`config.mk`:
```
export PLATFORM = sky130hd
export DESIGN_NAME = mipsControl
export DESIGN_NICKNAME = d
export VERILOG_FILES = /design/src/design/mipsControlPkg.sv /design/src/design/controlEncoder.sv /design/src/design/controlSequencer.sv /design/src/design/instrDecoder.sv /design/src/design/mipsControl.sv
export VERILOG_INCLUDE_DIRS = /design/src /design/src/design
export SDC_FILE = /design/constraint.sdc
export NUM_CORES = 1
export LEC_CHECK = 0
export BUFFER_PORTS_ARGS = -buffer_cell sky130_fd_sc_hd__buf_4
export CAP_MARGIN = 20
export CELL_PAD_IN_SITES_DETAIL_PLACEMENT = 0
export CELL_PAD_IN_SITES_GLOBAL_PLACEMENT = 1
export CORE_MARGIN = 4
export CORE_UTILIZATION = 39
export CTS_CLUSTER_SIZE = 40
export DETAILED_ROUTE_END_ITERATION = 7
export PLACE_DENSITY = 0.93
export SLEW_MARGIN = 0
export SYNTH_ARGS = -nofsm -noshare
export SYNTH_HDL_FRONTEND = slang
export SYNTH_SLANG_ARGS = --single-unit
```
`constraint.sdc`:
```
create_clock -name clk -period 3.82 [get_ports clk]
set_input_delay 0.191 -clock clk [delete_from_list [all_inputs] [get_ports clk]]
set_output_delay 0.191 -clock clk [all_outputs]
set_load 0.05 [all_outputs]
```
`src/design/mipsControl_cfg.svh`:
```
`ifndef MIPS_CONTROL_CFG_SVH
`define MIPS_CONTROL_CFG_SVH

// Instruction field widths
`define OPCODE_W 6
`define FUNCT_W 6

// Step counter, wide enough for the longest state
`define STEP_W 3

// Fetch and decode take a fixed number of steps
`define FETCH_STEPS 6

// IR and PC load on this fetch step
`define FETCH_LOAD_STEP 3

// Wait cycles between address and data for lw/lh/lb and sw/sh/sb
`define MEM_WAIT 3

// Datapath select widths
`define IORD_W 3
`define REGDST_W 2
`define DATASRC_W 3
`define ALUSRCA_W 2
`define ALUSRCB_W 2

`endif

```
`src/design/mipsControlPkg.sv`:
```
`include "mipsControl_cfg.svh"

package mipsControlPkg;

    // Primary opcodes handled by the unit
    typedef enum logic [`OPCODE_W-1:0] {
        opcRType     = 6'b000000,
        opcBeq       = 6'b000100,
        opcBne       = 6'b000101,
        opcLui       = 6'b001111,
        opcLb        = 6'b100000,
        opcLh        = 6'b100001,
        opcLw        = 6'b100011,
        opcSb        = 6'b101000,
        opcSh        = 6'b101001,
        opcSw        = 6'b101011,
        opcSoftReset = 6'b111111
    } opcodeT;

    // R-type function codes
    typedef enum logic [`FUNCT_W-1:0] {
        fnBreak = 6'b001101,
        fnRte   = 6'b010011,
        fnAdd   = 6'b100000,
        fnSub   = 6'b100010,
        fnAnd   = 6'b100100
    } functT;

    // Memory ops carry their size in the kind itself
    typedef enum logic [3:0] {
        opAdd, opSub, opAnd,
        opLoadWord, opLoadHalf, opLoadByte,
        opStoreWord, opStoreHalf, opStoreByte,
        opLui, opBeq, opBne, opBreak, opRte,
        opIllegal, opSoftReset
    } opKindT;

    typedef enum logic [3:0] {
        stReset, stFetch, stAlu, stLoad, stStore, stLui,
        stBranch, stBreak, stRte, stOverflow, stIllegal
    } stateT;

    typedef enum logic [2:0] {
        aluNone = 3'd0,
        aluAdd  = 3'd1,
        aluSub  = 3'd2,
        aluAnd  = 3'd3
    } aluOpT;

    // Shared by loadSize and storeSize
    typedef enum logic [1:0] {
        sizeNone = 2'd0,
        sizeWord = 2'd1,
        sizeByte = 2'd2,
        sizeHalf = 2'd3
    } memSizeT;

    typedef enum logic [1:0] {
        causeNone     = 2'd0,
        causeIllegal  = 2'd1,
        causeOverflow = 2'd2
    } exCauseT;

    typedef enum logic [1:0] {
        pcAlu       = 2'd0,
        pcIncr      = 2'd1,
        pcException = 2'd2,
        pcEpc       = 2'd3
    } pcSourceT;

endpackage

```
`src/design/controlEncoder.sv`:
```
`include "mipsControl_cfg.svh"

module controlEncoder
    import mipsControlPkg::*;
(
    input  logic                  clk,
    input  logic                  rstN,
    input  stateT                 state,
    input  logic [`STEP_W-1:0]    step,
    input  opKindT                opKind,
    input  logic                  eq,
    output logic                  memWrite,
    output logic                  irWrite,
    output logic                  pcWrite,
    output logic                  regWrite,
    output logic                  regAWrite,
    output logic                  regBWrite,
    output logic                  aluOutWrite,
    output logic                  mdrWrite,
    output logic                  epcWrite,
    output logic                  resetOut,
    output aluOpT                 aluOp,
    output pcSourceT              pcSource,
    output exCauseT               exCause,
    output logic [`IORD_W-1:0]    iorD,
    output logic [`REGDST_W-1:0]  regDst,
    output logic [`DATASRC_W-1:0] dataSrc,
    output logic [`ALUSRCA_W-1:0] aluSrcA,
    output logic [`ALUSRCB_W-1:0] aluSrcB,
    output memSizeT               loadSize,
    output memSizeT               storeSize
);

    localparam logic [`STEP_W-1:0] irLoadStep = `FETCH_LOAD_STEP;
    localparam logic [`STEP_W-1:0] regFetchStep = `FETCH_LOAD_STEP + 1;
    localparam logic [`STEP_W-1:0] memLastStep = `MEM_WAIT + 1;

    // Datapath mux codes
    localparam logic [`IORD_W-1:0] iorDAluOut = 3'b110;
    localparam logic [`REGDST_W-1:0] regDstRt = 2'b00;
    localparam logic [`REGDST_W-1:0] regDstSp = 2'b10;
    localparam logic [`REGDST_W-1:0] regDstRd = 2'b11;
    localparam logic [`DATASRC_W-1:0] dsAluOut = 3'b000;
    localparam logic [`DATASRC_W-1:0] dsStackTop = 3'b100;
    localparam logic [`DATASRC_W-1:0] dsLui = 3'b101;
    localparam logic [`DATASRC_W-1:0] dsMem = 3'b111;
    localparam logic [`ALUSRCA_W-1:0] srcAPc = 2'b01;
    localparam logic [`ALUSRCA_W-1:0] srcAReg = 2'b10;
    localparam logic [`ALUSRCB_W-1:0] srcBReg = 2'b00;
    localparam logic [`ALUSRCB_W-1:0] srcBFour = 2'b01;
    localparam logic [`ALUSRCB_W-1:0] srcBImm = 2'b10;
    localparam logic [`ALUSRCB_W-1:0] srcBBranch = 2'b11;

    function automatic aluOpT aluOpOf(input opKindT kind);
        case (kind)
            opSub: return aluSub;
            opAnd: return aluAnd;
            default: return aluAdd;
        endcase
    endfunction

    function automatic memSizeT sizeOf(input opKindT kind);
        case (kind)
            opLoadWord, opStoreWord: return sizeWord;
            opLoadHalf, opStoreHalf: return sizeHalf;
            opLoadByte, opStoreByte: return sizeByte;
            default: return sizeNone;
        endcase
    endfunction

    always_comb begin
        memWrite = 1'b0;
        irWrite = 1'b0;
        pcWrite = 1'b0;
        regWrite = 1'b0;
        regAWrite = 1'b0;
        regBWrite = 1'b0;
        aluOutWrite = 1'b0;
        mdrWrite = 1'b0;
        epcWrite = 1'b0;
        resetOut = 1'b0;
        aluOp = aluNone;
        pcSource = pcAlu;
        exCause = causeNone;
        iorD = '0;
        regDst = regDstRt;
        dataSrc = dsAluOut;
        aluSrcA = '0;
        aluSrcB = srcBReg;
        loadSize = sizeNone;
        storeSize = sizeNone;
        case (state)
            stReset: begin
                // Stack pointer gets its initial value
                resetOut = 1'b1;
                regWrite = 1'b1;
                regDst = regDstSp;
                dataSrc = dsStackTop;
            end
            stFetch: begin
                if (step <= irLoadStep) begin
                    aluOp = aluAdd;
                    pcSource = pcIncr;
                    aluSrcA = srcAPc;
                    aluSrcB = srcBFour;
                    if (step == irLoadStep) begin
                        irWrite = 1'b1;
                        pcWrite = 1'b1;
                    end
                end else if (step == regFetchStep) begin
                    // Registers read, branch target into ALUOut
                    aluOp = aluAdd;
                    aluSrcA = srcAPc;
                    aluSrcB = srcBBranch;
                    regAWrite = 1'b1;
                    regBWrite = 1'b1;
                    aluOutWrite = 1'b1;
                end
            end
            stAlu: begin
                if (step == '0) begin
                    aluOp = aluOpOf(opKind);
                    aluSrcA = srcAReg;
                    aluSrcB = srcBReg;
                    aluOutWrite = 1'b1;
                end else begin
                    regWrite = 1'b1;
                    regDst = regDstRd;
                    dataSrc = dsAluOut;
                end
            end
            stLoad, stStore: begin
                if (step == '0) begin
                    aluOp = aluAdd;
                    aluSrcA = srcAReg;
                    aluSrcB = srcBImm;
                    aluOutWrite = 1'b1;
                end else begin
                    iorD = iorDAluOut;
                    if (step == memLastStep && state == stLoad) begin
                        regWrite = 1'b1;
                        regDst = regDstRt;
                        dataSrc = dsMem;
                        loadSize = sizeOf(opKind);
                    end else if (step == memLastStep) begin
                        memWrite = 1'b1;
                        storeSize = sizeOf(opKind);
                    end
                end
            end
            stLui: begin
                regWrite = 1'b1;
                regDst = regDstRt;
                dataSrc = dsLui;
            end
            stBranch: begin
                aluOp = aluSub;
                aluSrcA = srcAReg;
                aluSrcB = srcBReg;
                pcSource = pcAlu;
                pcWrite = (opKind == opBne) ? !eq : eq;
            end
            stBreak: begin
                // PC minus 4 straight from the ALU
                aluOp = aluSub;
                aluSrcA = srcAPc;
                aluSrcB = srcBFour;
                pcSource = pcIncr;
                pcWrite = 1'b1;
            end
            stRte: begin
                pcSource = pcEpc;
                pcWrite = 1'b1;
            end
            stOverflow, stIllegal: begin
                epcWrite = 1'b1;
                pcWrite = 1'b1;
                pcSource = pcException;
                exCause = (state == stOverflow) ? causeOverflow : causeIllegal;
            end
            default: begin
            end
        endcase
    end

    noMemAndRegWrite: assert property (@(posedge clk) disable iff (!rstN)
        !(memWrite && regWrite))
        else $error("memWrite and regWrite high together");

    // IR load always comes with the PC increment
    irLoadAdvancesPc: assert property (@(posedge clk) disable iff (!rstN)
        irWrite |-> pcWrite)
        else $error("irWrite without pcWrite");

endmodule

```
`src/design/controlSequencer.sv`:
```
`include "mipsControl_cfg.svh"

module controlSequencer
    import mipsControlPkg::*;
(
    input  logic               clk,
    input  logic               rstN,
    input  opKindT             opKind,
    input  logic               overflow,
    output stateT              state,
    output logic [`STEP_W-1:0] step
);

    localparam logic [`STEP_W-1:0] fetchLastStep = `FETCH_STEPS - 1;
    localparam logic [`STEP_W-1:0] aluLastStep = 1;
    // Address step, wait steps, then the data step
    localparam logic [`STEP_W-1:0] memLastStep = `MEM_WAIT + 1;

    stateT              nextState;
    logic [`STEP_W-1:0] lastStep;
    logic               atLast;

    function automatic stateT dispatch(input opKindT kind);
        stateT target;
        case (kind)
            opAdd, opSub, opAnd: begin
                target = stAlu;
            end
            opLoadWord, opLoadHalf, opLoadByte: begin
                target = stLoad;
            end
            opStoreWord, opStoreHalf, opStoreByte: begin
                target = stStore;
            end
            opLui: begin
                target = stLui;
            end
            opBeq, opBne: begin
                target = stBranch;
            end
            opBreak: begin
                target = stBreak;
            end
            opRte: begin
                target = stRte;
            end
            opSoftReset: begin
                target = stReset;
            end
            default: begin
                target = stIllegal;
            end
        endcase
        return target;
    endfunction

    // Final step index of the current state
    always_comb begin
        case (state)
            stFetch: lastStep = fetchLastStep;
            stAlu: lastStep = aluLastStep;
            stLoad, stStore: lastStep = memLastStep;
            default: lastStep = '0;
        endcase
    end

    assign atLast = (step == lastStep);

    always_comb begin
        nextState = state;
        case (state)
            stFetch: begin
                if (atLast) begin
                    nextState = dispatch(opKind);
                end
            end
            stAlu: begin
                // Overflow only matters for add and sub, on the ALU step
                if (step == '0 && overflow && (opKind == opAdd || opKind == opSub)) begin
                    nextState = stOverflow;
                end else if (atLast) begin
                    nextState = stFetch;
                end
            end
            default: begin
                if (atLast) begin
                    nextState = stFetch;
                end
            end
        endcase
    end

    always_ff @(posedge clk or negedge rstN) begin
        if (!rstN) begin
            state <= stReset;
            step <= '0;
        end else begin
            state <= nextState;
            if (nextState != state) begin
                step <= '0;
            end else begin
                step <= step + 1'b1;
            end
        end
    end

    stepInRange: assert property (@(posedge clk) disable iff (!rstN) step <= lastStep)
        else $error("step %0d passed the last step of state %s", step, state.name());

endmodule

```
`src/design/instrDecoder.sv`:
```
module instrDecoder
    import mipsControlPkg::*;
(
    input  opcodeT opcode,
    input  functT  funct,
    output opKindT opKind
);

    always_comb begin
        opKind = opIllegal;
        case (opcode)
            opcRType: begin
                case (funct)
                    fnAdd: begin
                        opKind = opAdd;
                    end
                    fnSub: begin
                        opKind = opSub;
                    end
                    fnAnd: begin
                        opKind = opAnd;
                    end
                    fnBreak: begin
                        opKind = opBreak;
                    end
                    fnRte: begin
                        opKind = opRte;
                    end
                    default: begin
                        opKind = opIllegal;
                    end
                endcase
            end
            opcLw: begin
                opKind = opLoadWord;
            end
            opcLh: begin
                opKind = opLoadHalf;
            end
            opcLb: begin
                opKind = opLoadByte;
            end
            opcSw: begin
                opKind = opStoreWord;
            end
            opcSh: begin
                opKind = opStoreHalf;
            end
            opcSb: begin
                opKind = opStoreByte;
            end
            opcLui: begin
                opKind = opLui;
            end
            opcBeq: begin
                opKind = opBeq;
            end
            opcBne: begin
                opKind = opBne;
            end
            // All-ones opcode restarts the unit
            opcSoftReset: begin
                opKind = opSoftReset;
            end
            default: begin
                opKind = opIllegal;
            end
        endcase
    end

endmodule

```
`src/design/mipsControl.sv`:
```
`include "mipsControl_cfg.svh"

module mipsControl
    import mipsControlPkg::*;
(
    input  logic                  clk,
    input  logic                  rstN,
    input  opcodeT                opcode,
    input  functT                 funct,
    input  logic                  overflow,
    input  logic                  eq,
    output logic                  memWrite,
    output logic                  irWrite,
    output logic                  pcWrite,
    output logic                  regWrite,
    output logic                  regAWrite,
    output logic                  regBWrite,
    output logic                  aluOutWrite,
    output logic                  mdrWrite,
    output logic                  epcWrite,
    output logic                  resetOut,
    output aluOpT                 aluOp,
    output pcSourceT              pcSource,
    output exCauseT               exCause,
    output logic [`IORD_W-1:0]    iorD,
    output logic [`REGDST_W-1:0]  regDst,
    output logic [`DATASRC_W-1:0] dataSrc,
    output logic [`ALUSRCA_W-1:0] aluSrcA,
    output logic [`ALUSRCB_W-1:0] aluSrcB,
    output memSizeT               loadSize,
    output memSizeT               storeSize
);

    opKindT             opKind;
    stateT              state;
    logic [`STEP_W-1:0] step;

    instrDecoder decoder0 (
        .opcode (opcode),
        .funct  (funct),
        .opKind (opKind)
    );

    controlSequencer sequencer0 (
        .clk      (clk),
        .rstN     (rstN),
        .opKind   (opKind),
        .overflow (overflow),
        .state    (state),
        .step     (step)
    );

    controlEncoder encoder0 (
        .clk         (clk),
        .rstN        (rstN),
        .state       (state),
        .step        (step),
        .opKind      (opKind),
        .eq          (eq),
        .memWrite    (memWrite),
        .irWrite     (irWrite),
        .pcWrite     (pcWrite),
        .regWrite    (regWrite),
        .regAWrite   (regAWrite),
        .regBWrite   (regBWrite),
        .aluOutWrite (aluOutWrite),
        .mdrWrite    (mdrWrite),
        .epcWrite    (epcWrite),
        .resetOut    (resetOut),
        .aluOp       (aluOp),
        .pcSource    (pcSource),
        .exCause     (exCause),
        .iorD        (iorD),
        .regDst      (regDst),
        .dataSrc     (dataSrc),
        .aluSrcA     (aluSrcA),
        .aluSrcB     (aluSrcB),
        .loadSize    (loadSize),
        .storeSize   (storeSize)
    );

endmodule

```
# Word-level counts from Yosys, hierarchy flattened
# Memory sizes are Yosys's and may differ from the RTL's.
# Cells that the tools add are included.
dict set report totals {
  memories 1
  elab_cells 120
  romBits 64
  ff_bits 7
}
# name words width read_ports rd_ports_with_merged_regs wr line
set memory_table {}
lappend memory_table {{(name not given)} 16 4 1 0 0 controlSequencer.sv:25} ;# case (kind)
dict set report op_classes {
  addsub 1
  reduce_logical 18
  mux 59
  magnitude_cmp 1
  n_eq_ne 38
}
# cell n
set ops {}
lappend ops {{6-bit equality test (second input constant)} 10}
lappend ops {{4-bit one-hot mux with 11 select lines} 1}
lappend ops {{4-bit by 3-bit equality test with 1-bit output (second input constant)} 8}
lappend ops {{2-bit 2-to-1 mux} 14}
lappend ops {{3-bit 2-to-1 mux} 7}
lappend ops {{4-bit equality test (second input constant)} 5}
lappend ops {{1-bit 2-to-1 mux} 20}
lappend ops {{4-bit one-hot mux with 5 select lines} 1}
lappend ops {{3-bit one-hot mux with 3 select lines} 2}
lappend ops {{4-bit by 2-bit equality test with 1-bit output (second input constant)} 4}
lappend ops {{2-bit one-hot mux with 4 select lines} 2}
lappend ops {{2-bit OR reduction} 7}
lappend ops {{6-bit by 3-bit equality test with 1-bit output (second input constant)} 2}
lappend ops {{6-bit by 4-bit equality test with 1-bit output (second input constant)} 2}
lappend ops {{4-bit 2-to-1 mux} 3}
lappend ops {{2-bit one-hot mux with 3 select lines} 2}
lappend ops {{3-bit one-hot mux with 4 select lines} 1}
lappend ops {{4-bit by 1-bit equality test with 1-bit output (second input constant)} 2}
lappend ops {{4-bit zero test} 2}
lappend ops {{2-bit one-hot mux with 2 select lines} 2}
lappend ops {{4-bit one-hot mux with 2 select lines} 1}
lappend ops {{6-bit by 5-bit equality test with 1-bit output (second input constant)} 1}
lappend ops {{6-bit zero test} 1}
lappend ops {{1-bit one-hot mux with 3 select lines} 2}
lappend ops {{other kinds (13)} 15}

# Logic depth before layout (Yosys ltp)
dict set report logic_depth {
  depth_word 10
  mapped_depth 14
}

# By module
# From an unflattened synthesis, not the netlist that was laid out.
dict set report hier_totals {
  cells_unflattened 193
  area_unflattened_um2 1387.6
}
# module area_each_um2 instances cells_per_inst
set by_module_without_submodules {}
lappend by_module_without_submodules {controlSequencer 564.3 1 58}
lappend by_module_without_submodules {controlEncoder 549.3 1 91}
lappend by_module_without_submodules {instrDecoder 274.0 1 44}

# Worst setup path before layout
# No wires, ideal clock.
dict set report synth_timing {
  kind {register -> output}
  from {register sequencer0.step[0]}
  to {output regWrite}
  arrival_time_ns 2.931
  slack_ns 0.698
  required_ns 3.629
  stages_incl_launch_ff 7
  n_path_buf 0
  cell_sequence {dfrtp_1 -> inv_1 -> ha_1 -> nor2b_1 -> nor3_1 -> or2_2 -> nand2b_1}
}
dict set report synth_between {
  elab_chain_len 5
}
# item line
set synth_rtl {}
lappend synth_rtl {{start: declaration} controlSequencer.sv:11} ;# output logic [`STEP_W-1:0] step
lappend synth_rtl {{start signal: assignment} controlSequencer.sv:102} ;# step <= step + 1'b1;
lappend synth_rtl {{3-bit equality test} controlEncoder.sv:140} ;# if (step == memLastStep && state == stLoad) begin
lappend synth_rtl {{1-bit logical AND} controlEncoder.sv:140}
lappend synth_rtl {{1-bit 2-to-1 mux} controlEncoder.sv:140}
lappend synth_rtl {{1-bit 2-to-1 mux} controlEncoder.sv:133} ;# if (step == '0) begin
lappend synth_rtl {{1-bit one-hot mux with 3 select lines *} controlEncoder.sv:92} ;# case (state)
lappend synth_rtl {{end: declaration} mipsControl.sv:15} ;# output logic regWrite,
# Mark *: on every way between the ends. The rest lies on a longest branch, timed or not.

# Final worst setup path
dict set report layout_timing {
  from {input funct[3]}
  to {register sequencer0.step[0]}
}
dict set report layout_between {
  elab_chain_len 10
}
# item line
set layout_rtl {}
lappend layout_rtl {{start: declaration} mipsControl.sv:9} ;# input functT funct,
lappend layout_rtl {{6-bit by 5-bit equality test with 1-bit output, or another cell as far along} instrDecoder.sv:13} ;# case (funct)
lappend layout_rtl {{4-bit one-hot mux with 5 select lines *} instrDecoder.sv:13}
lappend layout_rtl {{4-bit one-hot mux with 11 select lines *} instrDecoder.sv:11} ;# case (opcode)
lappend layout_rtl {{branches (longest 4 deep; another with memory 16 x 4 bit)} n/a}
lappend layout_rtl {{4-bit one-hot mux with 2 select lines *} controlSequencer.sv:71} ;# case (state)
lappend layout_rtl {{4-bit inequality test *} controlSequencer.sv:99} ;# if (nextState != state) begin
lappend layout_rtl {{3-bit 2-to-1 mux *} controlSequencer.sv:99}
# Mark *: on every way between the ends.

==> reports/qor.yml <==
timing:
  skew_ns: 0.00505
  fin_crit_ns: 2.99
  whs_ns: 0.309
  finalSetupViolCount: 0
  rsz0062_at_grt: "no"
  fin_tns_setup_ns: 0
  finalCritPeriodShare_pct: 78.3
  relSlewSlack_pct: 41.9
  slew_violations: 0
  hold_violations: 0
  tightest_slew_ns: 0.849
  fmax_ghz: 0.334
global_route:
  gr-usage-all-layers_pct: 16.1
  grt_overflow: 0
  antenna_found_initial: 0
  grt_pass1_vias: 1475
  grt_pass1_wl_um: 6960
  grt_max_degree: 20
floorplanning:
  core_area_mm2: 0.00374
  die_y_um: 70.8
  rows: 22
  die_w_um: 70.8
  io_pins: 49
  dieArea_mm2: 0.00502
  start_util_pct: 41.1
final_layout:
  final_util_pct: 50.8
  num_antenna_cells: 0
  fillers: 393
  final_common_cell: "buf_4"
  drive_above_1_share_pct: 27.8
  area_growth_pct: 23.6
  nNetsFinal: 273
  final_cell_mix: "45 x buf_4, 18 x nor2_1, 16 x nand2_1, 13 x inv_1, 12 x o21ai_0"
cts:
  cts_root_buf: "clkbuf_8"
  cts_buffers: 3
  tritoncts: "built"
  clkTransAtPathRegs_ns: 0.04
  cts_max_level: 1
  cts_buffer_depth: 2
  post_cts_buffers: 0
  cts_resized: 0
  clock_latency_ns: 0.23
  clock-sinks: 7
placement:
  gp_congestion: 0.836
  dp_hpwl_um: 3220
  portBuffers: 45
synth:
  synth-simple-area-share_pct: 38.7
  synth_compound_area_share_pct: 28.8
  synth_top_family_by_area: "simple AND/OR/NAND/NOR gates"
  async_flop_share_pct: 100
  ys.flop_type: "dfrtp_1"
  yosysUniqueCellTypes: 71
  ys_warn_count: 0
  ys_ff_latch: 7
  synth_edf_count: 0
  synth_xor_area_share_pct: 2.84
  syn-mean-instance-area_um2: 7.16
  postSynthCellCount: 215
  netlist_area_mm2: 0.00154
  synth_fa_ha_area_share_pct: 7.15
  synthMuxAreaShare_pct: 1.38
  ys_seq_area_share_pct: 11.4
detailed_routing:
  wl_per_cell_um: 13.8
  avgViaCountPerCell: 5.58
  first_iter_violations: 123
  routed_wl_um: 4080
  route.detailed.drc: 0
  num_vias: 1653
  postRouteAntennaNets: 0
  drt_pass1_iterations: 4
worst_setup_path:
  crit_required_ns: 3.89
  critPathCaptureType: "register"
  cp_slowest_cell: "or3_2"
  cp_top_family: "simple AND/OR/NAND/NOR gates"
  cpPeakStageDelay_ns: 0.47
  startpoint_type: "input pin"
  critPathBufInv: 2
  arrival_ns: 3.06
  cp_cell_sequence: "buf_4, nor3b_1, a21oi_1, or3b_2, a311o_1, inv_1, ha_1, o21ai_0, or2_2, o32a_1, or3_2, o211ai_1, a2111oi_2"
  worstSetupPathType: "input pin to register"
  critPathMaxFanout: 6
worst_hold_path:
  hp-class: "input pin to asynchronous set/reset pin"
status:
  status: "complete, no violations"
power:
  peakVddDrop_mv: 0.238
  powerDensity_mw_per_mm2: 660
  p_leak_nw: 0.860
job:
  cap_violations: 0
## cell type report
type                    instances  area [um^2]  share of cell area [%]
multi-input cells             178         1220                    64.4
clock buffers                   3         41.3                    2.17
flip-flops and latches          7          175                    9.20
well taps                      48         60.1                    3.16
repair buffers                 46          348                    18.3
inverters                      13         48.8                    2.56
clock inverters                 1         5.00                   0.263
## per-layer routing
layer / GRT usage [%] / share of wire (%) / vias up
li1: - / - / 838
met1: 24.3 / 46 / 757
met2: 24.3 / 46 / 58
met3: 2.84 / 7.8 / 0
met4: 2.51 / 0 / 0
met5: 0 / 0 / -
## what timing repair did
action / 4_1_cts / 5_1_grt
hold endpoints to repair: 7 / 0
hold buffers: 1 / 0
endpoints found under the setup margin: 0 / 0
## cell usage after synthesis (7+ instances only)
| master | instances | share of area [%] |
|---|---|---|
| o21ai_0 | 12 | 3.9 |
| inv_1 | 13 | 3.2 |
| nor3_1 | 11 | 3.6 |
| nand2_1 | 16 | 3.9 |
| clkbuf_1 | 11 | 2.7 |
| dfrtp_1 | 7 | 11 |
| a21oi_1 | 9 | 2.9 |
| nand2b_1 | 9 | 3.7 |
| ha_1 | 8 | 6.5 |
| nor2_1 | 18 | 4.4 |
## cell families (layout without fill, tap and decap cells)
kind of cell | Yosys count | count (layout)
adders and majority gates | 9 | 9
and+or+nand+nor | 102 | 102
muxes | 2 | 2
buffers and inverters | 32 | 63
AOI/OAI and AO/OA | 57 | 57
DFF | 7 | 7
xor gates and xnor gates | 5 | 5
other | 1 | 3
## stage by stage
step                      power, mW  setup slack [ns]  std cells  instance area, um^2
after global placement         1.15             0.719        291                 1850
after detailed placement       1.15             0.623        291                 1850
after floorplan               0.906             0.698        217                 1550
after CTS                      1.26             0.852        296                 1900
final                          1.26             0.829        296                 1900
after global routing           1.35             0.653        296                 1900
## report_power, final
group / internal [mW] / leakage (nW) / switching [mW]
Combinational: 0.320 / 0.748 / 0.648
Sequential: 0.102 / 0.0868 / 0.0800
Clock: 0.0708 / 0.0255 / 0.0342
Total: 0.493 / 0.860 / 0.763
## path summary, 6_finish.rpt
check | start | to | slack (ns) | cells past startpoint
max | funct[3] | sequencer0.step[0]$_DFF_PN0_ | 0.83 | 13
min | rstN | sequencer0.state[2]$_DFF_PN0_ | 0.31 | 2
max reg2reg | sequencer0.state[2]$_DFF_PN0_ | sequencer0.state[1]$_DFF_PN0_ | 1.25 | 5
min reg2reg | sequencer0.step[0]$_DFF_PN0_ | sequencer0.step[0]$_DFF_PN0_ | 0.58 | 1
max in group asynchronous | rstN | sequencer0.state[0]$_DFF_PN0_ | 3.38 | 2
min in group clk | opcode[0] | sequencer0.state[2]$_DFF_PN0_ | 0.55 | 5
## flip-flops by register name (all words and copies together) (netlist names)
signal / flops
sequencer0.step: 3
sequencer0.state: 4
(Power assumes the default switching activity.)
